**config.mk**
```make
export PLATFORM = sky130hd
export DESIGN_NAME = retire_unit
export DESIGN_NICKNAME = d
export VERILOG_FILES = /design/src/hw/ooo_core_pkg.sv /design/src/hw/retire_unit.sv
export VERILOG_INCLUDE_DIRS = /design/src /design/src/hw
export SDC_FILE = /design/constraint.sdc
export NUM_CORES = 2
export LEC_CHECK = 0
export ABC_AREA = 1
export BUFFER_PORTS_ARGS = -buffer_cell sky130_fd_sc_hd__clkbuf_2
export CAP_MARGIN = 20
export CORE_ASPECT_RATIO = 1.25
export CORE_MARGIN = 1
export CORE_UTILIZATION = 30
export DETAILED_ROUTE_END_ITERATION = 8
export GPL_TIMING_DRIVEN = 0
export HOLD_SLACK_MARGIN = 0.12
export PLACE_DENSITY_LB_ADDON = 0.15
export SLEW_MARGIN = 10
export SYNTH_ARGS = -nofsm -noshare
export SYNTH_HDL_FRONTEND = slang
export SYNTH_SLANG_ARGS = --single-unit
```
**constraint.sdc**
```tcl
create_clock -name clk -period 2.9 [get_ports clk]
set_input_delay 0.58 -clock clk [delete_from_list [all_inputs] [get_ports clk]]
set_output_delay 0.58 -clock clk [all_outputs]
set_load 0.03 [all_outputs]
```
**src/hw/ooo_consts.svh**
```systemverilog
`ifndef OOO_CONSTS_SVH
`define OOO_CONSTS_SVH

`define OOO_ARCH_REGS 32
`define OOO_PHYS_REGS 48
`define OOO_ROB_DEPTH 8
`define OOO_RS_DEPTH 4
`define OOO_XLEN 32

// apb register map
`define OOO_ADDR_INSTR 12'h000
`define OOO_ADDR_STATUS 12'h004
`define OOO_ADDR_REGS 12'h100 // one word per arch register

`endif
```
**src/hw/ooo_core_pkg.sv**
```systemverilog
package ooo_core_pkg;

    typedef logic [5:0] phys_tag_t; // tag 0 is hardwired zero
    typedef logic [4:0] arch_reg_t;
    typedef logic [2:0] rob_idx_t;

    typedef enum logic [1:0] {
        idle,
        setup,
        access
    } apb_state_e;

endpackage

```
**src/hw/retire_unit.sv**
```systemverilog
`timescale 1ns/1ns
`include "ooo_consts.svh"

module retire_unit (
    input  logic clk,
    input  logic reset,
    input  logic alloc,
    input  logic has_dst,
    input  ooo_core_pkg::arch_reg_t dst_arch,
    input  ooo_core_pkg::phys_tag_t dst_tag,
    input  ooo_core_pkg::phys_tag_t old_tag,
    output ooo_core_pkg::rob_idx_t rob_idx,
    output logic rob_full,
    output logic rob_empty,
    input  logic wb_valid,
    input  ooo_core_pkg::rob_idx_t wb_rob_idx,
    input  logic [`OOO_XLEN-1:0] wb_data,
    output logic free_valid,
    output ooo_core_pkg::phys_tag_t free_tag,
    input  ooo_core_pkg::arch_reg_t arch_raddr,
    output logic [`OOO_XLEN-1:0] arch_rdata
);

    logic [`OOO_ROB_DEPTH-1:0] done;
    logic [`OOO_ROB_DEPTH-1:0] writes;
    ooo_core_pkg::arch_reg_t arch_q [`OOO_ROB_DEPTH];
    ooo_core_pkg::phys_tag_t old_q [`OOO_ROB_DEPTH];
    logic [`OOO_XLEN-1:0] value_q [`OOO_ROB_DEPTH];
    logic [`OOO_XLEN-1:0] arch_regs [`OOO_ARCH_REGS];
    ooo_core_pkg::rob_idx_t head;
    ooo_core_pkg::rob_idx_t tail;
    logic [3:0] count;
    logic commit;

    assign rob_idx = tail;
    assign rob_full = (count == 4'(`OOO_ROB_DEPTH));
    assign rob_empty = (count == '0);
    assign commit = !rob_empty && done[head]; // strictly in order
    assign free_valid = commit && writes[head] && (old_q[head] != '0);
    assign free_tag = old_q[head];
    assign arch_rdata = arch_regs[arch_raddr];

    always_ff @(posedge clk) begin
        if (reset) begin
            head <= '0;
            tail <= '0;
            count <= '0;
            done <= '0;
            for (int r = 0; r < `OOO_ARCH_REGS; r++) begin
                arch_regs[r] <= '0;
            end
        end else begin
            if (alloc) begin
                done[tail] <= 1'b0;
                tail <= tail + 3'd1;
            end
            if (wb_valid) done[wb_rob_idx] <= 1'b1;
            if (commit) begin
                head <= head + 3'd1;
                if (writes[head]) arch_regs[arch_q[head]] <= value_q[head];
            end
            count <= count + 4'(alloc) - 4'(commit);
        end
    end

    always_ff @(posedge clk) begin
        if (alloc) begin
            writes[tail] <= has_dst && (dst_tag != '0); // x0 carries tag 0
            arch_q[tail] <= dst_arch;
            old_q[tail] <= old_tag;
        end
        if (wb_valid) value_q[wb_rob_idx] <= wb_data;
    end

endmodule

```
==> impl_metrics.ini <==
[timing]
tightest_slew_ps = 1270
finalClockSkew_ps = 28.7
whs_ps = 303
final_max_slew_viol_count = 0
hold_violations = 0
finalCritPeriodShare_pct = 107
maxSlewHeadroom_pct = 15.2
rsz0062_at_grt = yes
fin_ws_ps = -216
setup_viol = 35
fin_crit_ps = 3120
max_clock_freq_mhz = 321

[routing]
drt_iter0_drc = 3637
via_count = 46300
drt-total-wl_mm = 254
dr.pass1.iters = 5
avgViaCountPerCell = 4.97
antenna_left = 0
routedWlPerCell_um = 27.2
drc = 0

[floorplan]
fp.dieArea_um2 = 215000
ios = 106
die_w_um = 415
coreArea_um2 = 212000
die_h_um = 518
row_count = 189
start_util_pct = 30.2

[yosys]
synth_fp_nets = 5962
yosysTopAreaCell = edfxtp_1
synth_top_family_by_area = simple AND/OR/NAND/NOR gates
synth.area.top_cells = edfxtp_1 65%, nand2_1 7.7%, nor2_2 7.0%
synth-seq-cells = 1397
synth_commonest_cells = 1,376 x edfxtp_1, 1,307 x nand2_1, 757 x nor2_1, 712 x nor2_2, 431 x nand3_1
synthAdderAreaFrac_pct = 0.168
synth-edff-count = 1376
synthFlopType = edfxtp_1
postSynth.asyncResetShare_pct = 0
synth_top_area_share_pct = 64.7
muxShareOfSynthArea_pct = 0
ys_warn_count = 0
seq_area_frac_synth_pct = 65.3
syn_inst = 5892
yosysMostFrequentCell = edfxtp_1
synth_cell_types = 37
synth_area_per_cell_um2 = 10.8
synth_compound_area_share_pct = 5.94
netlist_area_um2 = 63900
synth_xor_area_share_pct = 0.0137
synthSimpleGateAreaFrac_pct = 23.4

[layout]
fill_cells = 20500
nets = 6495
finalInstanceArea_um2 = 83700
instances_no_fill = 9319
drive_gt1_share_pct = 37.5
area_delta_synth_final_pct = 30.9

[placed_design]
port_buffers = 101
place.gp.congestion = 0.854
placedCellCount = 8818
dpl_cell_area_um2 = 69100
dp_hpwl_mm = 172

[global_routing]
antenna_found_initial = 9
grt_pass1_wl_mm = 349
grt-ovfl-total = 0
grt_pass1_vias = 46200
grt_max_degree = 31
track_usage_pct = 22.8

[critical_path]
critPathMaxFanout = 7
critical-path-top-delay-family = buffers and inverters
critPathKind = in2out
max_stage_delay_ps = 160
critPathBufInv = 9
cpMostUsedCell = buf_16
cp_slowest_cell = buf_16
cp-end-kind = primary output
start_kind = input port
crit_chain = buf_16 -> buf_16 -> inv_16 -> buf_16 -> buf_12 -> buf_12 -> buf_16 -> buf_12 -> nand2_4 -> nand3_2 -> nand2_2 -> a21oi_2 -> o31ai_1 -> nand2_1 -> nand2_1 -> nand2_2 -> buf_8
crit_required_ps = 2320
arrival_ps = 2540

[clock_tree]
numCtsBuffers = 154
cts_sinks = 1397
clk_path_buf_depth = 3
path_clk_slew_ps = 60
cts_root_buf = clkbuf_16
clk-insertion-delay-late_ps = 830
cts-htree-levels = 4
tritoncts = yes

[run_status]
status = complete, but fails checks
violations = negative setup slack

[power]
clkPwrFrac_pct = 36.0
leakage_nw = 31.4
comb_power_share_pct = 20.7
p_per_area_nw_per_um2 = 637
switching_power_mw = 16.7
p_seq_share_pct = 43.2
power.internal_mw = 36.6
ir_worst_vdd_mv = 0.495
p_sw_share_pct = 31.4

[flow_run]
max_cap_viol_count = 0

[min_path]
hp-class = in2reg
[metal layers]
metal | global-route usage (%) | share of wire, % | routed length, um
met3 | 2.89 | 4.9 | 12400
met5 | 0 | 0.0051 | 13
met4 | 11.1 | 5.6 | 14300
met2 | 42.1 | 53 | 134000
met1 | 25.9 | 37 | 92900
[stage by stage]
step	power, mW	utilization, %	TNS (ps)	setup WS (ps)
after detailed placement	32.4	32.6	-590980	-2090
after global placement	32.2	32.0	-2226210	-2590
final	53.3	39.5	-4660	-216
after global routing	54.8	39.5	-8120	-320
after CTS	53.0	38.2	-5910	-320
after floorplan	28.4	-	0	176
[power by group through the flow]
stage / clock, mW / combinational, mW / sequential [mW]
after CTS: 19.4 / 10.5 / 23.0
after detailed placement: 0 / 8.98 / 23.5
after global placement: 0 / 8.74 / 23.5
final: 19.2 / 11.1 / 23.1
after floorplan: 0 / 5.02 / 23.4
after global routing: 20.1 / 11.6 / 23.1
[timing repair]
item                                    4_1_cts  5_1_grt
setup buffers                                82       57
endpoints found under the setup margin     1939      873
pin swaps                                   179      227
resized for setup                          1241      543
hold endpoints to repair                    349        0
cloned                                       38       24
hold buffers                                 45        0
[state kept, by name, summed over array words and instances (netlist names), 4 cells and up, named ones only]
signal and count:
arch_q 40, done 8, value_q 256, count 4, old_q 48, writes 8
arch_regs 1024
[kinds of logic after synthesis]
kind of cell | after synthesis
simple gates | 3263
flops | 1397
compound gates | 653
buf+inv | 570
fa+ha+maj | 8
xor+xnor | 1
[worst paths after layout]
check / start / endpoint / slack, ps / cells past startpoint
worst max register to register: head[0] / arch_regs[7][9] / 40 / 17
worst min register to register: rob_idx[0] / rob_idx[0] / 510 / 2
worst max-delay path: arch_raddr[0] / arch_rdata[3] / -220 / 17
worst min-delay path: has_dst / writes[4] / 300 / 3
[layout make-up]
| cell class | instances | area (um^2) | share of cell area [%] |
|---|---|---|---|
| Tap cell | 2769 | 3460 | 4.14 |
| Buffer | 467 | 4900 | 5.86 |
| Clock buffer | 200 | 4050 | 4.84 |
| Multi-Input combinational cell | 3928 | 22800 | 27.3 |
| Antenna cell | 5 | 12.5 | 0.0150 |
| Inverter | 85 | 345 | 0.413 |
| Sequential cell | 1397 | 41700 | 49.9 |
| Clock inverter | 76 | 734 | 0.878 |
| Timing Repair inverter | 1 | 8.76 | 0.0105 |
| Timing Repair Buffer | 391 | 5580 | 6.67 |
[layout by cell type, fill, tap and decap left out, types with 104 or more instances in the layout]
master,count
nand2_1,979
nand3_1,278
nor2_1,723
o21ai_0,227
nor2_2,729
nand2_2,232
nand2_4,104
buf_6,134
buf_12,107
edfxtp_1,1376
buf_4,142
clkbuf_16,202
nand3_2,145
[worst register-to-register path, stage by stage (launching register included)]
cell     delay, ps
dfxtp_2        330
buf_6          110
inv_2           40
buf_6          130
nand2_1         60
nand3_1         60
nand2_1         80
nand2_2         60
nand2_4        110
nand3_4        120
buf_12         160
nor2_8         180
buf_12         170
buf_12         130
buf_12         120
nand2_4        140
buf_6          250
nand2_8        210
Power figures use the tool's default switching activity.
