[src/hw/ooo_consts.svh]
`ifndef OOO_CONSTS_SVH
`define OOO_CONSTS_SVH

`define OOO_ARCH_REGS 32
`define OOO_PHYS_REGS 48
`define OOO_ROB_DEPTH 8
`define OOO_RS_DEPTH 4
`define OOO_XLEN 32

// apb register map
`define OOO_ADDR_INSTR 12'h000
`define OOO_ADDR_STATUS 12'h004
`define OOO_ADDR_REGS 12'h100 // one word per arch register

`endif
[src/hw/ooo_core_pkg.sv]
package ooo_core_pkg;

    typedef logic [5:0] phys_tag_t; // tag 0 is hardwired zero
    typedef logic [4:0] arch_reg_t;
    typedef logic [2:0] rob_idx_t;

    typedef enum logic [1:0] {
        idle,
        setup,
        access
    } apb_state_e;

endpackage

[src/hw/rv_isa_pkg.sv]
package rv_isa_pkg;

    // only the integer alu major opcodes are accepted
    typedef enum logic [6:0] {
        op = 7'b0110011,
        op_imm = 7'b0010011,
        lui = 7'b0110111
    } opcode_e;

    typedef enum logic [3:0] {
        alu_add,
        alu_sub,
        alu_and,
        alu_or,
        alu_xor,
        alu_sll,
        alu_srl,
        alu_sra,
        alu_slt,
        alu_sltu,
        alu_pass_b // lui, result is the immediate
    } alu_op_e;

endpackage

[src/hw/rename_unit.sv]
`timescale 1ns/1ns
`include "ooo_consts.svh"

module rename_unit (
    input  logic clk,
    input  logic reset,
    input  logic [`OOO_XLEN-1:0] instr,
    input  logic instr_valid,
    output logic dispatch_ready,
    output logic illegal,
    output logic dispatch,
    output rv_isa_pkg::alu_op_e alu_op,
    output ooo_core_pkg::phys_tag_t src1_tag,
    output ooo_core_pkg::phys_tag_t src2_tag,
    output logic use_imm,
    output logic [`OOO_XLEN-1:0] imm,
    output ooo_core_pkg::phys_tag_t dst_tag,
    output ooo_core_pkg::arch_reg_t dst_arch,
    output ooo_core_pkg::phys_tag_t old_tag,
    output logic has_dst,
    input  logic rob_full,
    input  logic rs_full,
    input  logic free_valid,
    input  ooo_core_pkg::phys_tag_t free_tag
);

    rv_isa_pkg::opcode_e opcode;
    logic is_op;
    logic is_op_imm;
    logic is_lui;
    logic pop;
    ooo_core_pkg::phys_tag_t rat [`OOO_ARCH_REGS];
    ooo_core_pkg::phys_tag_t free_q [`OOO_PHYS_REGS];
    logic [5:0] fq_head;
    logic [5:0] fq_tail;
    logic [5:0] fq_count;

    function automatic logic [5:0] next_ptr(input logic [5:0] p);
        return (p == 6'(`OOO_PHYS_REGS - 1)) ? 6'd0 : p + 6'd1;
    endfunction

    assign opcode = rv_isa_pkg::opcode_e'(instr[6:0]);
    assign is_op = (opcode == rv_isa_pkg::op);
    assign is_op_imm = (opcode == rv_isa_pkg::op_imm);
    assign is_lui = (opcode == rv_isa_pkg::lui);
    assign illegal = !(is_op || is_op_imm || is_lui);

    assign dst_arch = instr[11:7];
    assign has_dst = (dst_arch != '0); // x0 gets no tag
    assign use_imm = !is_op;
    assign imm = is_lui ? {instr[31:12], 12'b0} : {{20{instr[31]}}, instr[31:20]};

    always_comb begin
        case (instr[14:12])
            3'd0: alu_op = (is_op && instr[30]) ? rv_isa_pkg::alu_sub : rv_isa_pkg::alu_add;
            3'd1: alu_op = rv_isa_pkg::alu_sll;
            3'd2: alu_op = rv_isa_pkg::alu_slt;
            3'd3: alu_op = rv_isa_pkg::alu_sltu;
            3'd4: alu_op = rv_isa_pkg::alu_xor;
            3'd5: alu_op = instr[30] ? rv_isa_pkg::alu_sra : rv_isa_pkg::alu_srl; // srai too
            3'd6: alu_op = rv_isa_pkg::alu_or;
            default: alu_op = rv_isa_pkg::alu_and;
        endcase
        if (is_lui) begin
            alu_op = rv_isa_pkg::alu_pass_b;
        end
    end

    assign src1_tag = is_lui ? '0 : rat[instr[19:15]];
    assign src2_tag = is_op ? rat[instr[24:20]] : '0;
    assign old_tag = rat[dst_arch];
    assign dst_tag = has_dst ? free_q[fq_head] : '0;

    assign dispatch_ready = !rob_full && !rs_full && (!has_dst || fq_count != '0);
    assign dispatch = instr_valid && !illegal && dispatch_ready;
    assign pop = dispatch && has_dst;

    always_ff @(posedge clk) begin
        if (reset) begin
            for (int i = 0; i < `OOO_PHYS_REGS; i++) begin
                free_q[i] <= 6'(i + 1); // tags 1 to 47, last slot spare
            end
            for (int r = 0; r < `OOO_ARCH_REGS; r++) begin
                rat[r] <= '0;
            end
            fq_head <= '0;
            fq_tail <= 6'(`OOO_PHYS_REGS - 1);
            fq_count <= 6'(`OOO_PHYS_REGS - 1);
        end else begin
            if (pop) begin
                rat[dst_arch] <= dst_tag;
                fq_head <= next_ptr(fq_head);
            end
            if (free_valid) begin
                free_q[fq_tail] <= free_tag; // refill at commit
                fq_tail <= next_ptr(fq_tail);
            end
            fq_count <= fq_count + 6'(free_valid) - 6'(pop);
        end
    end

endmodule

[config.mk]
export PLATFORM = sky130hd
export DESIGN_NAME = rename_unit
export DESIGN_NICKNAME = d
export VERILOG_FILES = /design/src/hw/ooo_core_pkg.sv /design/src/hw/rv_isa_pkg.sv /design/src/hw/rename_unit.sv
export VERILOG_INCLUDE_DIRS = /design/src /design/src/hw
export SDC_FILE = /design/constraint.sdc
export NUM_CORES = 1
export LEC_CHECK = 0
export ABC_AREA = 1
export ABC_CLOCK_PERIOD_IN_PS = 3400
export BUFFER_PORTS_ARGS = -buffer_cell sky130_fd_sc_hd__buf_2
export CAP_MARGIN = 20
export CORE_MARGIN = 10
export CORE_UTILIZATION = 40
export CTS_CLUSTER_DIAMETER = 30
export DETAILED_ROUTE_END_ITERATION = 8
export PLACE_DENSITY = 0.68
export SYNTH_ARGS = -nofsm -noshare
export SYNTH_HDL_FRONTEND = slang
export SYNTH_SLANG_ARGS = --single-unit
[constraint.sdc]
create_clock -name clk -period 3.4 [get_ports clk]
set_input_delay 0.34 -clock clk [delete_from_list [all_inputs] [get_ports clk]]
set_output_delay 0.34 -clock clk [all_outputs]
set_load 0.005 [all_outputs]
==> results.toml <==
[run_status]
status = "completed"

[setup_path]
ff2ff_path_depth = 20
cp-start-kind = "flop"
crit_fanout = 24
rr_endpoint = "fq_count[5]"
worstReg2RegStart = "fq_count[3]"
critical_path_class = "reg -> out"
crit_required_ps = 3060
critPathSlowestCell = "dfxtp_4"
cp.arrival_ps = 2880
cp-end-kind = "output port"
max_stage_delay_ps = 480
r2r_slack_ps = 770
path_cells = "buf_16 -> buf_16 -> nand2_1 -> nand3_1 -> nand3_1 -> nand2_1 -> nand2_1 -> nand3_1 -> nand3_1 -> nand2_1 -> nand2_4 -> inv_1 -> buf_2"

[global_routing]
antenna_found_initial = 2
grt_max_degree = 101
grt_pass1_wl_um = 149000
grt_overflow = 0
grt_pass1_vias = 25200
track_usage_pct = 21.0

[power_and_ir_drop]
peakVddDrop_mv = 0.430
power_density_nw_per_um2 = 555
p_leak_nw = 13.9

[yosys]
yosysWarningCount = 0
synth_cells = 3511
yosysSeqAreaShare_pct = 57.0
synth_edf_count = 576
synth_ff_type = "edfxtp_1"
ys_ff_latch = 600
synth_area_per_cell_um2 = 8.89
ys_async_sr_fraction_pct = 0
netlist_area_um2 = 31200
synth_cell_types = 40

[cts]
clock-root-buffer = "clkbuf_16"
hold_buffers = 0
htreeDepth = 3
cts_buffers = 109
cts_buffer_depth = 3
cts.sinks = 600
cts_tree = "done"
clock_latency_ps = 690
clkTransAtPathRegs_ps = 50

[sta]
slew_headroom_pct = 39.7
finalCritPeriodShare_pct = 94.6
finalSetupTns_ps = 0
holdWs_ps = 67.5
fmaxAchievable_ghz = 0.311
setup_viol_count_final = 0
period_needed_ps = 3220
worst_slack_ps = 184
worstMarginPinSlew_ps = 904
report.final.slew_viol_count = 0
final-hold-violation-count = 0
clock_skew_ps = 81.3
rsz0062_at_grt = "no"

[detailed_routing]
routedWlPerCell_um = 20.9
routed_wl_um = 98700
drt_iter0_markers = 3752
route.detailed.drc = 0
drt_first_pass_iters = 7
dr_total_vias = 26800
antenna_left = 0
viasPerCell = 5.67

[placement]
gp_congestion = 0.939
port_buffers = 113
placed_cell_area_um2 = 33100
dp_cells = 4509
hpwl_um = 63800
dp_slack_ps = 506

[job]
maxCapViolations = 0

[finish]
layout_commonest_cell = "nand2_1"
instances_no_fill = 4716
synthToLayoutAreaGrowth_pct = 18.5
nets = 3640
drive_above_1_share_pct = 13.0
final_cell_mix = "866 x nand2_1, 651 x nor2_1, 576 x edfxtp_1, 375 x nand3_1, 229 x o21ai_0"
nFillCells = 7120
fin_area_um2 = 37000

[die]
fp.dieH_um = 299
die_x_um = 299
start_util_pct = 40.4
ioPinCount = 114
coreArea_um2 = 77300
row_count = 102
die_area_um2 = 89600

[worst_hold_path]
hp-start = "free_valid"
min_to = "fq_tail[0]"
hp-class = "in -> reg"
whs_path_depth = 2
[metrics by stage]
step           power (mW)  utilization [%]
2_1_floorplan        9.45                -
3_3_place_gp         10.1             42.8
3_5_place_dp         10.1             42.8
4_1_cts              20.5             47.6
5_1_grt              21.1             47.8
6_report             20.5             47.8
[critical path: cells and delay by family (launching register included)]
family / cells / cell delay, ps
AND/OR/NAND/NOR: 9 / 1060
buffers and inverters: 4 / 640
flip-flops: 1 / 480
[routing by layer]
| layer | vias up | global-route usage (%) | share of wire, % |
|---|---|---|---|
| met2 | 1746 | 31.7 | 44 |
| li1 | 12200 | - | - |
| met3 | 311 | 4.62 | 12 |
| met4 | 2 | 9.09 | 4.2 |
| met1 | 12500 | 28.9 | 40 |
| met5 | - | 0 | 0.0081 |
[sequential cells by signal, indices dropped and copies added, names as in the netlist, named ones only]
signal / cells
fq_count: 6
fq_head: 6
fq_tail: 6
free_q: 384
rat: 192
[worst max-delay path by stage]
stage	endpoint	slack (ps)
after floorplan	fq_count[5]	320
after global placement	dst_tag[5]	510
after detailed placement	dst_tag[2]	510
after CTS	dst_tag[2]	-6
after global routing	dst_tag[5]	40
final	dst_tag[2]	180
[cells in the mapped netlist, drive strengths merged, types with 3 or more instances]
cell type | count | area, um^2
nand2 | 875 | 3300
nor2 | 654 | 2460
edfxtp | 576 | 17300
nand3 | 375 | 1880
o21ai | 229 | 1150
clkbuf | 204 | 766
inv | 166 | 626
a22oi | 96 | 721
buf | 61 | 345
nand4 | 49 | 733
a21oi | 46 | 230
o221ai | 44 | 385
o211ai | 30 | 225
dfxtp | 24 | 480
nor3 | 24 | 166
o22ai | 19 | 119
ha | 10 | 125
or2 | 8 | 50.1
xor2 | 6 | 52.6
clkinv | 4 | 15.0
a211oi | 3 | 22.5
[layout make-up]
cell class	instances	area, um^2	share of cell area (%)
Clock inverter	73	773	2.09
Antenna cell	1	2.50	0.00677
Sequential cell	600	17800	48.1
Clock buffer	128	2870	7.77
Multi-Input combinational cell	2481	11800	31.8
Inverter	170	662	1.79
Timing Repair Buffer	223	1820	4.91
Tap cell	1040	1300	3.52
[repair_timing]
item | in CTS | in global routing
endpoints found under the setup margin | 6 | 6
gates resized for setup | 11 | 10
pin swaps | 0 | 0
setup buffers | 0 | 0
cloned | 0 | 5
[power by group]
part	leakage, nW	internal [mW]	switching [mW]
clock network	1.74	6.68	3.84
logic	6.65	0.439	1.11
registers	5.56	8.29	0.139
[logic make-up after synthesis]
family	after synthesis	share of synthesized area (%)
flip-flops	600	57.0
buffers and inverters	435	5.61
adder cells (fa/ha/maj)	11	0.465
other	1	0.0120
XOR/XNOR	6	0.168
AND/OR/NAND/NOR	1987	27.5
AO/OA/AOI/OAI	471	9.24
No activity file was read; power rests on OpenSTA's default activity.
