`src/hw/ooo_consts.svh`:
```
`ifndef OOO_CONSTS_SVH
`define OOO_CONSTS_SVH

`define OOO_ARCH_REGS 32
`define OOO_PHYS_REGS 48
`define OOO_ROB_DEPTH 8
`define OOO_RS_DEPTH 4
`define OOO_XLEN 32

// apb register map
`define OOO_ADDR_INSTR 12'h000
`define OOO_ADDR_STATUS 12'h004
`define OOO_ADDR_REGS 12'h100 // one word per arch register

`endif
```
`src/hw/ooo_core_pkg.sv`:
```
package ooo_core_pkg;

    typedef logic [5:0] phys_tag_t; // tag 0 is hardwired zero
    typedef logic [4:0] arch_reg_t;
    typedef logic [2:0] rob_idx_t;

    typedef enum logic [1:0] {
        idle,
        setup,
        access
    } apb_state_e;

endpackage

```
`src/hw/apb_issue_port.sv`:
```
`timescale 1ns/1ns
`include "ooo_consts.svh"

module apb_issue_port (
    input  logic clk,
    input  logic reset,
    input  logic psel,
    input  logic penable,
    input  logic pwrite,
    input  logic [11:0] paddr,
    input  logic [`OOO_XLEN-1:0] pwdata,
    output logic [`OOO_XLEN-1:0] prdata,
    output logic pready,
    output logic pslverr,
    output logic [`OOO_XLEN-1:0] instr,
    output logic instr_valid,
    input  logic dispatch_ready,
    input  logic illegal,
    input  logic rob_empty,
    output ooo_core_pkg::arch_reg_t arch_raddr,
    input  logic [`OOO_XLEN-1:0] arch_rdata
);

    ooo_core_pkg::apb_state_e state;
    logic access_phase;
    logic instr_wr;
    logic reg_hit;

    // penable only counts after a setup cycle
    assign access_phase = psel && penable && (state != ooo_core_pkg::idle);
    assign instr_wr = pwrite && (paddr == `OOO_ADDR_INSTR);
    assign reg_hit = (paddr >= `OOO_ADDR_REGS) && (paddr < `OOO_ADDR_REGS + 4 * `OOO_ARCH_REGS);

    assign instr = pwdata;
    assign instr_valid = access_phase && instr_wr;
    assign pready = access_phase && (!instr_wr || illegal || dispatch_ready); // stall on push
    assign pslverr = access_phase && instr_wr && illegal;
    assign arch_raddr = paddr[6:2];

    always_comb begin
        prdata = '0;
        if (paddr == `OOO_ADDR_STATUS) begin
            prdata[0] = rob_empty; // idle bit
        end else if (reg_hit) begin
            prdata = arch_rdata;
        end
    end

    always_ff @(posedge clk) begin
        if (reset) begin
            state <= ooo_core_pkg::idle;
        end else if (!psel) begin
            state <= ooo_core_pkg::idle;
        end else if (!penable) begin
            state <= ooo_core_pkg::setup;
        end else if (pready) begin
            state <= ooo_core_pkg::idle; // next transfer starts with its own setup
        end else begin
            state <= ooo_core_pkg::access;
        end
    end

endmodule

```
`config.mk`:
```
export PLATFORM = sky130hd
export DESIGN_NAME = apb_issue_port
export DESIGN_NICKNAME = d
export VERILOG_FILES = /design/src/hw/ooo_core_pkg.sv /design/src/hw/apb_issue_port.sv
export VERILOG_INCLUDE_DIRS = /design/src /design/src/hw
export SDC_FILE = /design/constraint.sdc
export NUM_CORES = 1
export LEC_CHECK = 0
export CORE_AREA = 2 2 60 62
export CTS_CLUSTER_SIZE = 40
export DETAILED_ROUTE_END_ITERATION = 16
export DIE_AREA = 0 0 62 64
export DONT_BUFFER_PORTS = 1
export SYNTH_ARGS = -nofsm -noshare
export SYNTH_HDL_FRONTEND = slang
export SYNTH_SLANG_ARGS = --single-unit
export TNS_END_PERCENT = 50
```
`constraint.sdc`:
```
create_clock -name clk -period 2.5 [get_ports clk]
set_input_delay 0.375 -clock clk [delete_from_list [all_inputs] [get_ports clk]]
set_output_delay 0.375 -clock clk [all_outputs]
set_load 0.01 [all_outputs]
```
==> reports/summary.txt, run 1 <==
Slew HR = 73.0%
Synth Net Count = 179
post-cts sizing count = 0
Hold WC Path Type = in -> reg
Clock Latency Late Sink = 230 ps
Top Registers = state (2)
vias per inst = 5.24
Final Max Tran Viols = 0
setup tns final = 0 ps
CP Cell Sequence = or4_4 -> nor3b_2 -> and4_1
DRC viols = 0
H-tree depth = 1
initial core utilization = 20.5%
CP Buf/Inv Count = 0
clk buf depth = 2
Flop pwr share = 27.2%
Leak Pwr = 0.000265 uW
Die ar. = 3970 um^2
critical path fanouts, max = 2
Yosys reg bits = 2
area grow syn2layout = -30.4%
Pint = 94.7 uW
Final min period = 1750 ps
Setup CP Type = in -> out
first-pass GRT wire length = 2.32 mm
Worst-path clk slew = 30 ps
1st-iter DRT viols = 11
Antenna Cells = 0
arrival time at the worst endpoint = 1370 ps
PnR worst setup slack = 752 ps
Post-CTS Setup Bufs = 0
max reg flops = 2
Final Hold Violating Endpoints = 0
max frequency = 0.572 GHz
status = finished, final reports clean
Post-DP Area = 445 um^2
initial antenna violation count = 0
number of core rows = 21
Tcrit/Tclk final = 69.9%
family with the most delay on the worst path = simple AND/OR/NAND/NOR gates
total grt overflow = 0
clock power share = 58.1%
Tot GR Track Use = 8.16%
CTS root buffer = clkbuf_4
Worst VDD drop = 0.0688 mV
Sw Ratio = 23.8%
CTS tree = yes
Core Box Area = 3280 um^2
clk sinks = 2
Post-Synthesis Cells = 95
sequential area share after synthesis = 5.96%
slowest stage delay, CP = 520 ps
worst path required time = 2120 ps
CTS buffer count = 3
Setup Viol. Count Final = 0
layout cell share with drive strength beyond 1 = 14.3%
CP startpoint kind = primary input
mean post-synth cell area = 7.07 um^2
R2R cell count = 3
Synth warnings = 0
Multi-input gate area = 337 um^2
global placer's final weighted congestion = 0.658
NetSw = 29.6 uW
io pins = 156
WL final = 1.91 mm
Max Cap Viol = 0
PwrDens = 266 nW/um^2
die height = 64 um
Worst-Margin Slew = 401 ps
register area = 40.0 um^2
Layout Utilization = 14.2%
Critical Path End Type = output port
WP depth = 3
most common cell after layout, fill and taps aside = and3_1
Pwr Total = 124 uW
Comb pwr share = 14.7%
slowest cell on the critical path = or4_4
most frequent cells in the layout = and3_1 (31), clkbuf_4 (3)
RSZ-0062 raised after global routing = false
Pre-antenna DRT Iters = 4
Distinct cells, synth = 20
pin count of the biggest net entering global routing = 34
# nets final = 142
Chip Width = 62 um
vias in the first global route = 473
clk_skew = 5.45 ps
dpl ws = 751 ps
Largest Register = state
WL per Instance = 18.7 um
Mapped Area = 672 um^2
Hold Crit Depth = 1
Final ANT Viol Nets = 0
number of buffers added on ports = 0
hold buffer count at cts = 0
DR vias = 534
Filler cells = 379
Finished Cell Area = 468 um^2
[metal layers]
metal	vias up	track usage (%)	routed length (um)	part of all wire, %
met4	0	3.46	25	1.3
li1	217	-	-	-
met2	78	13.7	982	51
met3	6	5.06	285	15
met5	-	0	0	0
met1	233	7.65	614	32
[area by class of cell]
cell class | instances | area share, %
Clock buffer | 3 | 4.81
Multi-Input combinational cell | 49 | 71.9
Sequential cell | 2 | 8.56
Timing Repair Buffer | 1 | 1.60
Inverter | 1 | 0.802
Tap cell | 46 | 12.3
[cell families (layout without fill, tap and decap cells)]
group,Yosys count,after routing,synth area share (%)
buffers and inverters,44,5,45.3
AND/OR/NAND/NOR,46,46,46.2
flip-flops,2,2,5.96
AO/OA/AOI/OAI,3,3,2.61
[cells in the mapped netlist]
cell / count / area [um^2]
inv_1: 1 / 3.75
buf_4: 37 / 278
nand3b_1: 1 / 7.51
clkbuf_1: 6 / 22.5
o211ai_1: 1 / 7.51
nor3b_2: 1 / 12.5
nor4_1: 1 / 6.26
and2_1: 2 / 12.5
dfxtp_1: 2 / 40.0
a21oi_1: 2 / 10.0
nor4b_1: 1 / 8.76
nor4_2: 1 / 12.5
and4_1: 1 / 8.76
nand2_1: 1 / 3.75
and3_2: 1 / 7.51
nand4_1: 2 / 12.5
nor3_1: 1 / 5.00
and3_1: 31 / 194
or4_4: 1 / 11.3
nor3b_1: 1 / 7.51
[worst paths after layout]
| path | to | slack (ps) | from |
|---|---|---|---|
| worst max-delay path | pslverr | 750 | paddr[7] |
| worst max register to register | state[1] | 1750 | state[1] |
| worst min register to register | state[1] | 590 | state[0] |
| worst min-delay path | state[0] | 230 | penable |
[power groups by stage]
stage	clock network [uW]	logic, uW	registers, uW
after detailed placement	0	18.4	34.2
after global routing	83.3	19.9	33.9
after floorplan	0	80.5	34.1
after CTS	75.3	18.5	33.8
after global placement	0	18.2	34.2
final	72.2	18.3	33.8
[worst register-to-register path: stages, from the launching register on]
cell and delay (ps):
dfxtp_1 290, o211ai_1 160, inv_1 100, a21oi_1 140
[metrics by stage]
step | instances | hold WS, ps
after floorplan | 95 | 450
after global placement | 99 | 451
after detailed placement | 99 | 455
after CTS | 102 | 221
after global routing | 102 | 213
final | 102 | 226
Note: power is estimated with default switching activity, not from simulation.
==> run 2, diff against run 1 <==
- clock period: 2.5 -> 1.4 ns (I/O delays scaled with it)
==> run 2 against run 1 <==
  * Count of clock-buffer cells in the layout stayed put
  * Combinational power is 93% higher
  * Sequential share of layout area is 0.27 points lower
  * Flip-flop and latch count stayed put
  * Worst hold slack worse by 170 ps
  * Non-clock buffer count stayed put
  * Die area stayed put
  * First-iteration DRC count is 45% lower
  * Critical path depth stayed put
  * Critical endpoint unchanged
  * Highest routed layer unchanged
==> reports/summary.txt, run 2 (same netlist as run 1, synthesis figures left out) <==
Max Cap Viol = 0
grt met1 use = 7.89%
initial antenna violation count = 0
WL per Instance = 18.7 um
Worst VDD drop = 0.121 mV
critical path fanouts, max = 2
Pre-antenna DRT Iters = 4
Critical Path End Type = output port
Clock Latency Late Sink = 230 ps
clk sinks = 2
Post-CTS Setup Bufs = 0
CP startpoint kind = primary input
Tot GR Track Use = 8.28%
Largest Register = state
clock power share = 57.3%
max reg flops = 2
Final Hold Violating Endpoints = 0
Antenna Cells = 0
Worst-path clk slew = 30 ps
most used routing layer = met2
initial core utilization = 20.5%
dpl ws = -39.0 ps
number of core rows = 21
PnR worst setup slack = 2.78 ps
dpl cells = 99
Pint = 171 uW
vias per inst = 5.24
Setup Viol. Count Final = 0
total grt overflow = 0
CTS buffer count = 3
family with the most delay on the worst path = simple AND/OR/NAND/NOR gates
most frequent cells in the layout = and3_1 (31), clkbuf_4 (3)
slowest stage delay, CP = 520 ps
area grow syn2layout = -28.1%
Flop pwr share = 27.0%
Die ar. = 3970 um^2
# nets final = 142
layout cell share with drive strength beyond 1 = 16.1%
CTS root buffer = clkbuf_4
first-pass GRT wire length = 2.37 mm
clk buf depth = 2
CTS tree = yes
Leak Pwr = 0.000268 uW
worst path required time = 1190 ps
crit path from = paddr[7]
PwrDens = 464 nW/um^2
Sw Ratio = 23.6%
Final min period = 1400 ps
RSZ-0062 raised after global routing = true
clk_skew = 4.41 ps
arrival time at the worst endpoint = 1190 ps
slowest cell on the critical path = or4_4
global placer's final weighted congestion = 0.658
io pins = 156
Worst-Margin Slew = 432 ps
die height = 64 um
DRC viols = 0
CP Buf/Inv Count = 0
Hold Startpoint = penable
Final Max Tran Viols = 0
Top Registers = state (2)
met2 GRT Util = 13.8%
Chip Width = 62 um
1st-iter DRT viols = 6
RR Startpoint = state[1]
hold buffer count at cts = 0
NetSw = 52.9 uW
Slew HR = 70.9%
Comb pwr share = 15.8%
Hold WC Path Type = in -> reg
Setup CP Type = in -> out
vias in the first global route = 488
number of buffers added on ports = 0
CP Cell Sequence = or4_4 -> nor3b_2 -> and4_4
max frequency = 0.716 GHz
H-tree depth = 1
Final ANT Viol Nets = 0
Post-Layout Cell Count = 102
Core Box Area = 3280 um^2
M3 GR Usage = 5.06%
WL final = 1.91 mm
DR vias = 534
status = finished, final reports clean
Tcrit/Tclk final = 99.8%
pin count of the biggest net entering global routing = 34
most common cell after layout, fill and taps aside = and3_1
[run 2: changes by cell type in the layout (fill, tap and decap cells not counted)]
cell    previous run  this run
buf_12             0         1
and4_4             0         1
and4_1             1         0
buf_4              1         0
[run 2: metal layers]
| metal | wire length, um | vias to the layer above |
|---|---|---|
| met5 | 0 | - |
| li1 | - | 217 |
| met4 | 25 | 0 |
| met1 | 641 | 235 |
| met3 | 281 | 6 |
| met2 | 957 | 76 |
[run 2: worst paths after layout]
path / endpoint / slack [ps] / cells past startpoint
max: pslverr / 3 / 3
min reg2reg: state[1] / 590 / 3
max reg2reg: state[1] / 650 / 3
min: state[0] / 60 / 1
[run 2: power by group through the flow]
stage                     sequential [uW]  combinational, uW  clock [uW]
after floorplan                      60.9                144           0
after global placement               61.0               34.8           0
after detailed placement             61.1               35.3           0
after CTS                            60.3               35.7         135
after global routing                 60.5               38.2         149
final                                60.4               35.3         128
[run 2: final cells by class]
| cell class | instances | area [um^2] |
|---|---|---|
| multi-input combinational | 49 | 339 |
| fill | 372 | 2800 |
| timing repair buffer | 1 | 20.0 |
| clock buffer | 3 | 22.5 |
| sequential | 2 | 40.0 |
| inverter | 1 | 3.75 |
| tap | 46 | 57.6 |
[run 2: what timing repair did]
item                                    4_1_cts  5_1_grt
endpoints found under the setup margin        2        2
gates resized for setup                       1        0
pin swaps                                     2        0
gates cloned                                  0        0
[run 2: through the flow]
stage	total power, uW	util, %	hold WS [ps]	setup TNS, ps	cell area (um^2)
3_5_place_dp	96.4	13.9	290	-39.0	458
2_1_floorplan	205	-	285	0	672
4_1_cts	231	14.7	56.0	-8.17	483
6_report	224	14.7	61.1	0	483
5_1_grt	247	14.7	48.3	-56.8	483
3_3_place_gp	95.9	13.9	286	0	458
[run 2: worst reg2reg max path: stages, from the launching register on]
cell      delay, ps
dfxtp_1         290
o211ai_1        160
inv_1           100
a21oi_1         130
