**config.mk**
```make
export PLATFORM = sky130hd
export DESIGN_NAME = alu_station
export DESIGN_NICKNAME = d
export VERILOG_FILES = /design/src/hw/ooo_core_pkg.sv /design/src/hw/rv_isa_pkg.sv /design/src/hw/alu_station.sv
export VERILOG_INCLUDE_DIRS = /design/src /design/src/hw
export SDC_FILE = /design/constraint.sdc
export NUM_CORES = 1
export LEC_CHECK = 0
export BUFFER_PORTS_ARGS = -buffer_cell sky130_fd_sc_hd__buf_2
export CAP_MARGIN = 20
export CORE_AREA = 5 5 430 262
export CTS_CLUSTER_DIAMETER = 80
export DETAILED_ROUTE_END_ITERATION = 10
export DIE_AREA = 0 0 435 267
export GPL_TIMING_DRIVEN = 0
export PLACE_DENSITY = 0.49
export SLEW_MARGIN = 20
export SYNTH_ARGS = -nofsm -noshare
export SYNTH_HDL_FRONTEND = slang
export SYNTH_SLANG_ARGS = --single-unit
```
**constraint.sdc**
```tcl
create_clock -name clk -period 15 [get_ports clk]
set_input_delay 2.25 -clock clk [delete_from_list [all_inputs] [get_ports clk]]
set_output_delay 2.25 -clock clk [all_outputs]
set_load 0.005 [all_outputs]
```
**src/hw/ooo_consts.svh**
```systemverilog
`ifndef OOO_CONSTS_SVH
`define OOO_CONSTS_SVH

`define OOO_ARCH_REGS 32
`define OOO_PHYS_REGS 48
`define OOO_ROB_DEPTH 8
`define OOO_RS_DEPTH 4
`define OOO_XLEN 32

// apb register map
`define OOO_ADDR_INSTR 12'h000
`define OOO_ADDR_STATUS 12'h004
`define OOO_ADDR_REGS 12'h100 // one word per arch register

`endif
```
**src/hw/ooo_core_pkg.sv**
```systemverilog
package ooo_core_pkg;

    typedef logic [5:0] phys_tag_t; // tag 0 is hardwired zero
    typedef logic [4:0] arch_reg_t;
    typedef logic [2:0] rob_idx_t;

    typedef enum logic [1:0] {
        idle,
        setup,
        access
    } apb_state_e;

endpackage

```
**src/hw/rv_isa_pkg.sv**
```systemverilog
package rv_isa_pkg;

    // only the integer alu major opcodes are accepted
    typedef enum logic [6:0] {
        op = 7'b0110011,
        op_imm = 7'b0010011,
        lui = 7'b0110111
    } opcode_e;

    typedef enum logic [3:0] {
        alu_add,
        alu_sub,
        alu_and,
        alu_or,
        alu_xor,
        alu_sll,
        alu_srl,
        alu_sra,
        alu_slt,
        alu_sltu,
        alu_pass_b // lui, result is the immediate
    } alu_op_e;

endpackage

```
**src/hw/alu_station.sv**
```systemverilog
`timescale 1ns/1ns
`include "ooo_consts.svh"

module alu_station (
    input  logic clk,
    input  logic reset,
    input  logic alloc,
    input  rv_isa_pkg::alu_op_e alu_op,
    input  ooo_core_pkg::phys_tag_t src1_tag,
    input  ooo_core_pkg::phys_tag_t src2_tag,
    input  logic [`OOO_XLEN-1:0] src1_data,
    input  logic src1_ready,
    input  logic [`OOO_XLEN-1:0] src2_data,
    input  logic src2_ready,
    input  logic use_imm,
    input  logic [`OOO_XLEN-1:0] imm,
    input  ooo_core_pkg::phys_tag_t dst_tag,
    input  ooo_core_pkg::rob_idx_t rob_idx,
    output logic rs_full,
    output logic wb_valid,
    output ooo_core_pkg::phys_tag_t wb_tag,
    output ooo_core_pkg::rob_idx_t wb_rob_idx,
    output logic [`OOO_XLEN-1:0] wb_data
);

    logic [`OOO_RS_DEPTH-1:0] valid;
    logic [`OOO_RS_DEPTH-1:0] rdy1;
    logic [`OOO_RS_DEPTH-1:0] rdy2;
    logic [`OOO_RS_DEPTH-1:0] use_imm_q;
    logic [1:0] age [`OOO_RS_DEPTH]; // younger entries still waiting
    rv_isa_pkg::alu_op_e op_q [`OOO_RS_DEPTH];
    ooo_core_pkg::phys_tag_t tag1 [`OOO_RS_DEPTH];
    ooo_core_pkg::phys_tag_t tag2 [`OOO_RS_DEPTH];
    ooo_core_pkg::phys_tag_t dst_q [`OOO_RS_DEPTH];
    ooo_core_pkg::rob_idx_t rob_q [`OOO_RS_DEPTH];
    logic [`OOO_XLEN-1:0] val1 [`OOO_RS_DEPTH];
    logic [`OOO_XLEN-1:0] val2 [`OOO_RS_DEPTH];
    logic [`OOO_XLEN-1:0] imm_q [`OOO_RS_DEPTH];
    logic issue;
    logic [1:0] sel;
    logic [1:0] slot;
    logic [`OOO_XLEN-1:0] a;
    logic [`OOO_XLEN-1:0] b;
    logic [`OOO_XLEN-1:0] result;

    assign rs_full = &valid;

    // oldest ready entry wins
    always_comb begin
        issue = 1'b0;
        sel = '0;
        slot = '0;
        for (int i = 0; i < `OOO_RS_DEPTH; i++) begin
            if (valid[i] && rdy1[i] && rdy2[i] && (!issue || age[i] > age[sel])) begin
                issue = 1'b1;
                sel = 2'(i);
            end
            if (!valid[i]) slot = 2'(i);
        end
    end

    assign a = val1[sel];
    assign b = use_imm_q[sel] ? imm_q[sel] : val2[sel];

    always_comb begin
        case (op_q[sel])
            rv_isa_pkg::alu_sub: result = a - b;
            rv_isa_pkg::alu_and: result = a & b;
            rv_isa_pkg::alu_or: result = a | b;
            rv_isa_pkg::alu_xor: result = a ^ b;
            rv_isa_pkg::alu_sll: result = a << b[4:0];
            rv_isa_pkg::alu_srl: result = a >> b[4:0];
            rv_isa_pkg::alu_sra: result = $signed(a) >>> b[4:0];
            rv_isa_pkg::alu_slt: result = {{(`OOO_XLEN-1){1'b0}}, $signed(a) < $signed(b)};
            rv_isa_pkg::alu_sltu: result = {{(`OOO_XLEN-1){1'b0}}, a < b};
            rv_isa_pkg::alu_pass_b: result = b;
            default: result = a + b;
        endcase
    end

    always_ff @(posedge clk) begin
        if (reset) begin
            valid <= '0;
            wb_valid <= 1'b0;
        end else begin
            wb_valid <= issue;
            if (issue) valid[sel] <= 1'b0;
            if (alloc) valid[slot] <= 1'b1;
        end
    end

    always_ff @(posedge clk) begin
        for (int i = 0; i < `OOO_RS_DEPTH; i++) begin
            if (wb_valid && !rdy1[i] && tag1[i] == wb_tag) begin
                rdy1[i] <= 1'b1;
                val1[i] <= wb_data;
            end
            if (wb_valid && !rdy2[i] && tag2[i] == wb_tag) begin
                rdy2[i] <= 1'b1;
                val2[i] <= wb_data;
            end
            age[i] <= age[i] + 2'(alloc) - 2'(issue && age[i] > age[sel]);
        end
        if (alloc) begin
            op_q[slot] <= alu_op;
            tag1[slot] <= src1_tag;
            tag2[slot] <= src2_tag;
            // catch a result broadcast in the insert cycle
            rdy1[slot] <= src1_ready || (wb_valid && wb_tag == src1_tag);
            rdy2[slot] <= src2_ready || (wb_valid && wb_tag == src2_tag);
            val1[slot] <= src1_ready ? src1_data : wb_data;
            val2[slot] <= src2_ready ? src2_data : wb_data;
            use_imm_q[slot] <= use_imm;
            imm_q[slot] <= imm;
            dst_q[slot] <= dst_tag;
            rob_q[slot] <= rob_idx;
            age[slot] <= '0;
        end
        wb_tag <= dst_q[sel];
        wb_rob_idx <= rob_q[sel];
        wb_data <= result;
    end

endmodule

```
==> run summary, run 1 <==
Worst Tran Pin Value = 1.236 ns
die height = 267 µm
r2r setup slk = 0.59 ns
RR Startpoint = age[0][1]$_SDFF_PP0_
Critical Path AT = 14.87 ns
routed via count = 27,690
Hold Crit Depth = 2
final instance area = 37,190 µm²
Layout fillers = 11,070
gr busiest metal = met1
clk_skew = 0.03598 ns
Synth Cell Area = 32,230 µm²
CP startpoint kind = register
GRT Overall Usage = 0.2514
Reg area = 15,900 µm²
P&R area growth vs syn = 15.38%
WS Path Type = register to register
DRC = 0
RSZ-0062 raised after global routing = false
grt ovf = 0
Achievable Freq = 0.06939 GHz
pin count of the biggest net entering global routing = 44
hpwl dp = 119.7 mm
PD cells = 216.1 nW/µm²
initial antenna violation count = 16
Tmin final = 14.41 ns
via/cell ratio = 5.951
row count = 94
Slew Limit Fails = 0
FF+latch count, synth = 550
Total Wirelength = 152.2 mm
top_reg_cell synth = edfxtp_1
Distinct cells, synth = 89
Post-synth ARST share = 0
CP most frequent cell = ha_1
first-pass GRT wire length = 208.6 mm
outcome = completed
Reg-to-Reg End = wb_data[0]$_DFF_P_
# IOs = 170
routing usage on met2 = 0.3310
Port-buffer cells = 169
cts hold-fix bufs = 0
max cap viols = 0
vias in the first global route = 25,590
area of the multi-input gates = 15,160 µm²
Mapped Cells = 2,878
Max VDD drop = 0.00008855 V
WHS Endpoint = wb_tag[5]$_DFF_P_
share of layout cells above drive strength 1 = 0.2279
# clock sinks = 550
Final Hold Viols = 0
total power = 0.008038 W
Max clock buf depth = 3
DRT iter0 DRCs = 4,037
routed length per instance = 32.71 µm
min-delay src = dst_q[3][5]$_DFFE_PP_
Clock Latency Late Sink = 0.62 ns
relative slew slack = 0.1757
CTS tree = yes
root buffer cell = clkbuf_16
DP Area = 35,470 µm²
Syn Nets = 3,126
sequential-to-total area share from yosys stat = 0.4931
router iterations before antenna repair = 5
Leak = 13.64 nW
grt met1 use = 0.3936
Detail Route Antenna Nets = 0
initial core utilization = 0.2969
cell family with most CP delay = compound AO/OA/AOI/OAI gates
critical path fanouts, max = 11
core footprint = 108,600 µm²
Post-synth EDFFs = 488
CTS H-Tree Depth = 2
buffer and inverter count on the worst path = 11
Final setup viols = 0
Synth Warn # = 0
Layout Nets = 3,413
Worst Path Required = 15.46 ns
cells on worst reg2reg path = 42
clk slew on worst S/H paths = 0.07 ns
DIE AREA = 116,100 µm²
critical path capture point type = register
TritonCTS Buffers = 50
syn avg cell area = 11.20 µm²
M3 GR Usage = 0.09317
Slowest-stage cell, CP = clkbuf_1
min-delay worst type = register to register
Placer Congestion = 1.026
fin crit share = 0.9608
CP max stage delay = 0.80 ns
Die Width = 435 µm
## sequential cells by signal, indices dropped and copies added (netlist names), 6 cells and up
signal and flops:
age 8, val2 128, imm_q 128, rob_q 12
val1 128, op_q 16, tag1 24, dst_q 24
wb_data 32, wb_tag 6, tag2 24
## timing repair
action	4_1_cts	5_1_grt
gates resized for setup	17	12
endpoints found under the setup margin	18	5
setup buffers	0	0
## power breakdown
group / leakage [nW] / switching (W) / total (W) / internal (W)
Clock: 0.806 / 0.000608 / 0.00132 / 0.000710
Sequential: 5.02 / 0.000224 / 0.00217 / 0.00194
Combinational: 7.81 / 0.00313 / 0.00455 / 0.00143
Total: 13.6 / 0.00396 / 0.00804 / 0.00408
## cell usage after synthesis, drive strengths merged, types with 10 or more instances
master   instances  area [µm²]
o21a            15       112.6
mux2           269        3029
nor4            12       75.07
nand4           14       87.58
inv            114       427.9
mux2i          122        1236
dfxtp           62        1241
buf            105       531.8
a32oi           11       96.34
a211oi          30       230.2
a31o            11       96.34
o22ai          126       788.3
edfxtp         488       14650
o221ai          40       350.3
a21oi          191       955.9
o31ai           17       127.6
o211ai          99       787.0
a21o            25       187.7
o2111ai         10       87.58
a31oi           11       83.83
nor3            34       170.2
ha             119        1489
nor2b           10       62.56
a2111oi         11       102.6
nor2           166       625.6
and2            11       68.82
a22oi           34       255.2
clkbuf          94       352.8
xnor2           49       429.2
nand2b          16       100.1
nand2          165       619.3
o41ai           12       105.1
a221oi          23       201.4
or2             10       62.56
xor2            36       315.3
nand3           36       180.2
o21bai          14       105.1
o21ai          152       775.7
## placed cells by master (no fill, tap or decap), types with 14 or more instances in the layout
cell type	instances
ha_1	119
clkbuf_16	53
o31ai_1	15
o21a_1	15
a211oi_1	29
o221ai_1	40
nor3_1	32
o22ai_1	126
o21bai_1	14
edfxtp_1	488
nand4_1	14
nor2_1	165
mux2i_1	118
inv_1	105
nand2_1	165
o21ai_0	111
xnor2_1	49
buf_2	254
a22oi_1	34
clkbuf_1	94
nand3_1	36
a221oi_1	23
dfxtp_1	62
o211ai_1	92
xor2_1	36
nand2b_1	16
buf_4	31
mux2_2	265
buf_1	40
o21ai_1	35
a21oi_1	188
a21o_1	25
## per-stage QoR
step | instances | utilization | hold WS [ns] | setup TNS [ns] | worst slack (ns)
global route | 4648 | 0.3425 | 0.4981 | 0 | 0.05232
floorplan | 2878 | - | 0.4252 | 0 | 5.048
CTS | 4648 | 0.3421 | 0.4605 | 0 | 0.2237
detailed placement | 4555 | 0.3267 | 0.4499 | -9.639 | -1.295
global placement | 4487 | 0.3213 | 0.4461 | -20.30 | -1.768
finish | 4653 | 0.3426 | 0.4498 | 0 | 0.5885
## routing by layer
metal,vias to the layer above,part of all wire
met5,-,0.00032
met4,6,0.014
met3,166,0.14
met2,1697,0.38
met1,14090,0.47
li1,11740,-
## how the worst max path moves through the flow
stage,from,to,depth (start not counted)
2_1_floorplan,age[0][1]$_SDFF_PP0_,wb_data[31]$_DFF_P_,46
3_3_place_gp,age[0][1]$_SDFF_PP0_,wb_data[0]$_DFF_P_,45
3_5_place_dp,age[0][1]$_SDFF_PP0_,wb_data[31]$_DFF_P_,45
4_1_cts,age[0][1]$_SDFF_PP0_,wb_data[0]$_DFF_P_,46
5_1_grt,age[0][1]$_SDFF_PP0_,wb_data[0]$_DFF_P_,46
6_report,age[0][1]$_SDFF_PP0_,wb_data[0]$_DFF_P_,42
## final cells by class
cell class,count,area share
Inverter,116,0.01198
Tap cell,1440,0.04845
Sequential cell,550,0.4274
Clock buffer,74,0.04020
Buffer,197,0.02453
Timing Repair Buffer,237,0.03580
Antenna cell,6,0.0004037
Clock inverter,20,0.003734
Multi-Input combinational cell,2013,0.4075
## kinds of logic after synthesis
| logic type | after synthesis | synth area share |
|---|---|---|
| compound gates | 905 | 0.1899 |
| xor+xnor | 85 | 0.02310 |
| fa+ha+maj | 121 | 0.04743 |
| buf+inv | 315 | 0.04095 |
| flops | 550 | 0.4931 |
| mux | 394 | 0.1344 |
| simple gates | 508 | 0.07111 |
## worst min-delay path, cell delays in order, from the launching register on
cell	delay, ns
edfxtp_1	0.32
a32oi_1	0.05
o21ai_0	0.06
Note: power is estimated with default switching activity, not from simulation.
==> run 2, diff against run 1 <==
--- a/config.mk
+++ b/config.mk
@@ -8,10 +8,11 @@
 export LEC_CHECK = 0
 export BUFFER_PORTS_ARGS = -buffer_cell sky130_fd_sc_hd__buf_2
 export CAP_MARGIN = 20
-export CORE_AREA = 5 5 430 262
+export CORE_AREA = 3 3 428 260
+export CTS_BUF_LIST = sky130_fd_sc_hd__clkbuf_4
 export CTS_CLUSTER_DIAMETER = 80
 export DETAILED_ROUTE_END_ITERATION = 10
-export DIE_AREA = 0 0 435 267
+export DIE_AREA = 0 0 431 263
 export GPL_TIMING_DRIVEN = 0
 export PLACE_DENSITY = 0.49
 export SLEW_MARGIN = 20
==> constraint.sdc (replaced) <==
create_clock -name clk -period 15 [get_ports clk]
set_input_delay 1.5 -clock clk [delete_from_list [all_inputs] [get_ports clk]]
set_output_delay 1.5 -clock clk [all_outputs]
set_load 0.005 [all_outputs]
==> run 2 against run 1 <==
  * Sequential power is essentially flat
  * Final cell count up 3.0%
  * Power rose by 1.4%
==> run summary, run 2 (synthesis gave the netlist of run 1 again) <==
Detail Route Antenna Nets = 0 (unchanged)
PD cells = 218.1 nW/µm² (+0.93%)
core footprint = 107,400 µm² (-1.1%)
clk_skew = 0.09578 ns (+0.05979 ns)
fin crit share = 0.9801 (+0.01929)
fin cells = 4,792 (+3.0%)
CP max stage delay = 1.10 ns (+0.30 ns)
DIE AREA = 113,400 µm² (-2.4%)
# placed instances = 4,539 (-0.35%)
Layout fillers = 10,970 (-0.90%)
critical path fanouts, max = 11 (unchanged)
cell family with most CP delay = compound AO/OA/AOI/OAI gates
CTS H-Tree Depth = 4 (+2)
root buffer cell = clkbuf_4
die height = 263 µm (-1.5%)
grt met1 use = 0.4173 (+0.02365)
Max VDD drop = 0.00007395 V (-16%)
most common cell after layout, fill and taps aside = edfxtp_1
most frequent cells in the layout = edfxtp_1 (488), buf_2 (265), mux2_2 (265), clkbuf_4 (206), a21oi_1 (191)
initial antenna violation count = 17 (+1)
post-layout worst setup margin = 0.2992 ns (-0.2894 ns)
# IOs = 170 (unchanged)
DRT iter0 DRCs = 4,480 (+11%)
DRC = 0 (unchanged)
Worst Tran Pin Value = 1.323 ns (+0.08649 ns)
buffer and inverter count on the worst path = 12 (+1)
gr busiest metal = met1
Achievable Freq = 0.06802 GHz (-2.0%)
CP startpoint kind = register
P&R area growth vs syn = 15.90%
outcome = completed
share of layout cells above drive strength 1 = 0.2612 (+0.03331)
routing usage on met2 = 0.3257 (-0.005310)
Worst Path Required = 15.82 ns (+0.36 ns)
routed length per instance = 32.21 µm (-1.5%)
routed via count = 28,270 (+2.1%)
router iterations before antenna repair = 6 (+1)
CTS tree = yes
grt ovf = 0 (unchanged)
pin count of the biggest net entering global routing = 40 (-9.1%)
Placer Congestion = 1.035 (+0.85%)
initial core utilization = 0.3001 (+0.003193)
critical path capture point type = register
Port-buffer cells = 169 (unchanged)
Total Wirelength = 154.4 mm (+1.4%)
Layout Nets = 3,497 (+2.5%)
RSZ-0062 raised after global routing = false
Final Hold Viols = 0 (unchanged)
WS Path Type = register to register
clk slew on worst S/H paths = 0.07 ns (about the same)
Reg area = 15,900 µm² (unchanged)
max cap viols = 0 (unchanged)
Final setup viols = 0 (unchanged)
first-pass GRT wire length = 211.7 mm (+1.5%)
TritonCTS Buffers = 135 (+170%)
Clock Latency Late Sink = 1.00 ns (+0.38 ns)
pre-CTS WS = -1.516 ns (-0.2205 ns)
relative slew slack = 0.1099 (-0.06580)
Post-CTS Setup Inserts = 0 (unchanged)
min-delay worst type = register to register
largest registers = imm_q (128), val1 (128), val2 (128)
Critical Path AT = 15.52 ns (+0.65 ns)
Die Width = 431 µm (-0.92%)
Tmin final = 14.70 ns (+0.2894 ns)
hpwl dp = 119.8 mm (+0.12%)
Slew Limit Fails = 0 (unchanged)
row count = 93 (-1.1%)
via/cell ratio = 5.900 (-0.86%)
Max clock buf depth = 3 (unchanged)
GRT Overall Usage = 0.2634 (+0.01198)
Slowest-stage cell, CP = nor4_1
Leak = 13.94 nW (+2.1%)
CTS resizes = 11 (-6)
area of the multi-input gates = 15,160 µm² (unchanged)
cts hold-fix bufs = 0 (unchanged)
M3 GR Usage = 0.1015 (+0.008307)
vias in the first global route = 26,220 (+2.5%)
# clock sinks = 550 (unchanged)
-- run 2: cell types whose count changed in the layout (fill, tap and decap cells not counted), moves of 4 or more --
cell       change
buf_2         +11
buf_4         -14
bufinv_16      +4
clkbuf_1      -13
clkbuf_16     -53
clkbuf_2       +6
clkbuf_4     +203
clkbuf_8       -9
clkinv_1      +18
clkinv_2       -4
diode_2        +4
-- run 2: layout make-up --
| class | count | area share |
|---|---|---|
| buffer | 197 | 0.02445 |
| clock buffer | 204 | 0.04100 |
| antenna | 10 | 0.0006699 |
| timing repair buffer | 236 | 0.03477 |
| sequential | 550 | 0.4255 |
| clock inverter | 41 | 0.008273 |
| multi-input combinational | 2013 | 0.4057 |
| tap | 1425 | 0.04773 |
| inverter | 116 | 0.01192 |
-- run 2: worst min-delay path: cells and delay by family, from the launching register on --
family             cells  cell delay [ns]
AOI/OAI and AO/OA      2             0.11
DFF                    1             0.32
-- run 2: routing by layer --
metal	routed length (µm)	share of wire	up-vias
met5	276	0.0018	-
met4	2575	0.017	12
met3	20560	0.13	192
met2	56770	0.37	1842
met1	74190	0.48	14210
li1	-	-	12020
-- run 2: stage by stage --
| step | power, W | TNS, ns | hold slack [ns] | cell area, µm² | utilization |
|---|---|---|---|---|---|
| floorplan | 0.004683 | 0 | 0.4252 | 32230 | - |
| global placement | 0.006527 | -20.17 | 0.4531 | 34860 | 0.3246 |
| detailed placement | 0.006477 | -13.15 | 0.4488 | 35410 | 0.3297 |
| CTS | 0.007896 | 0 | 0.4657 | 37270 | 0.3470 |
| global route | 0.008440 | 0 | 0.5147 | 37350 | 0.3477 |
| finish | 0.008148 | 0 | 0.4624 | 37360 | 0.3478 |
-- run 2: worst paths after layout --
kind                         startpoint                  to  slack (ns)  cells after the start
setup / recovery   age[0][1]$_SDFF_PP0_  wb_data[0]$_DFF_P_        0.30                     45
hold / removal    dst_q[3][3]$_DFFE_PP_   wb_tag[3]$_DFF_P_        0.46                      2
hold reg to reg   dst_q[3][3]$_DFFE_PP_   wb_tag[3]$_DFF_P_        0.46                      2
setup reg to reg   age[0][1]$_SDFF_PP0_  wb_data[0]$_DFF_P_        0.30                     45
-- run 2: power by group --
part	switching, W	internal (W)
registers	0.000212	0.00194
logic	0.00317	0.00143
clock network	0.000691	0.000711
total	0.00407	0.00408
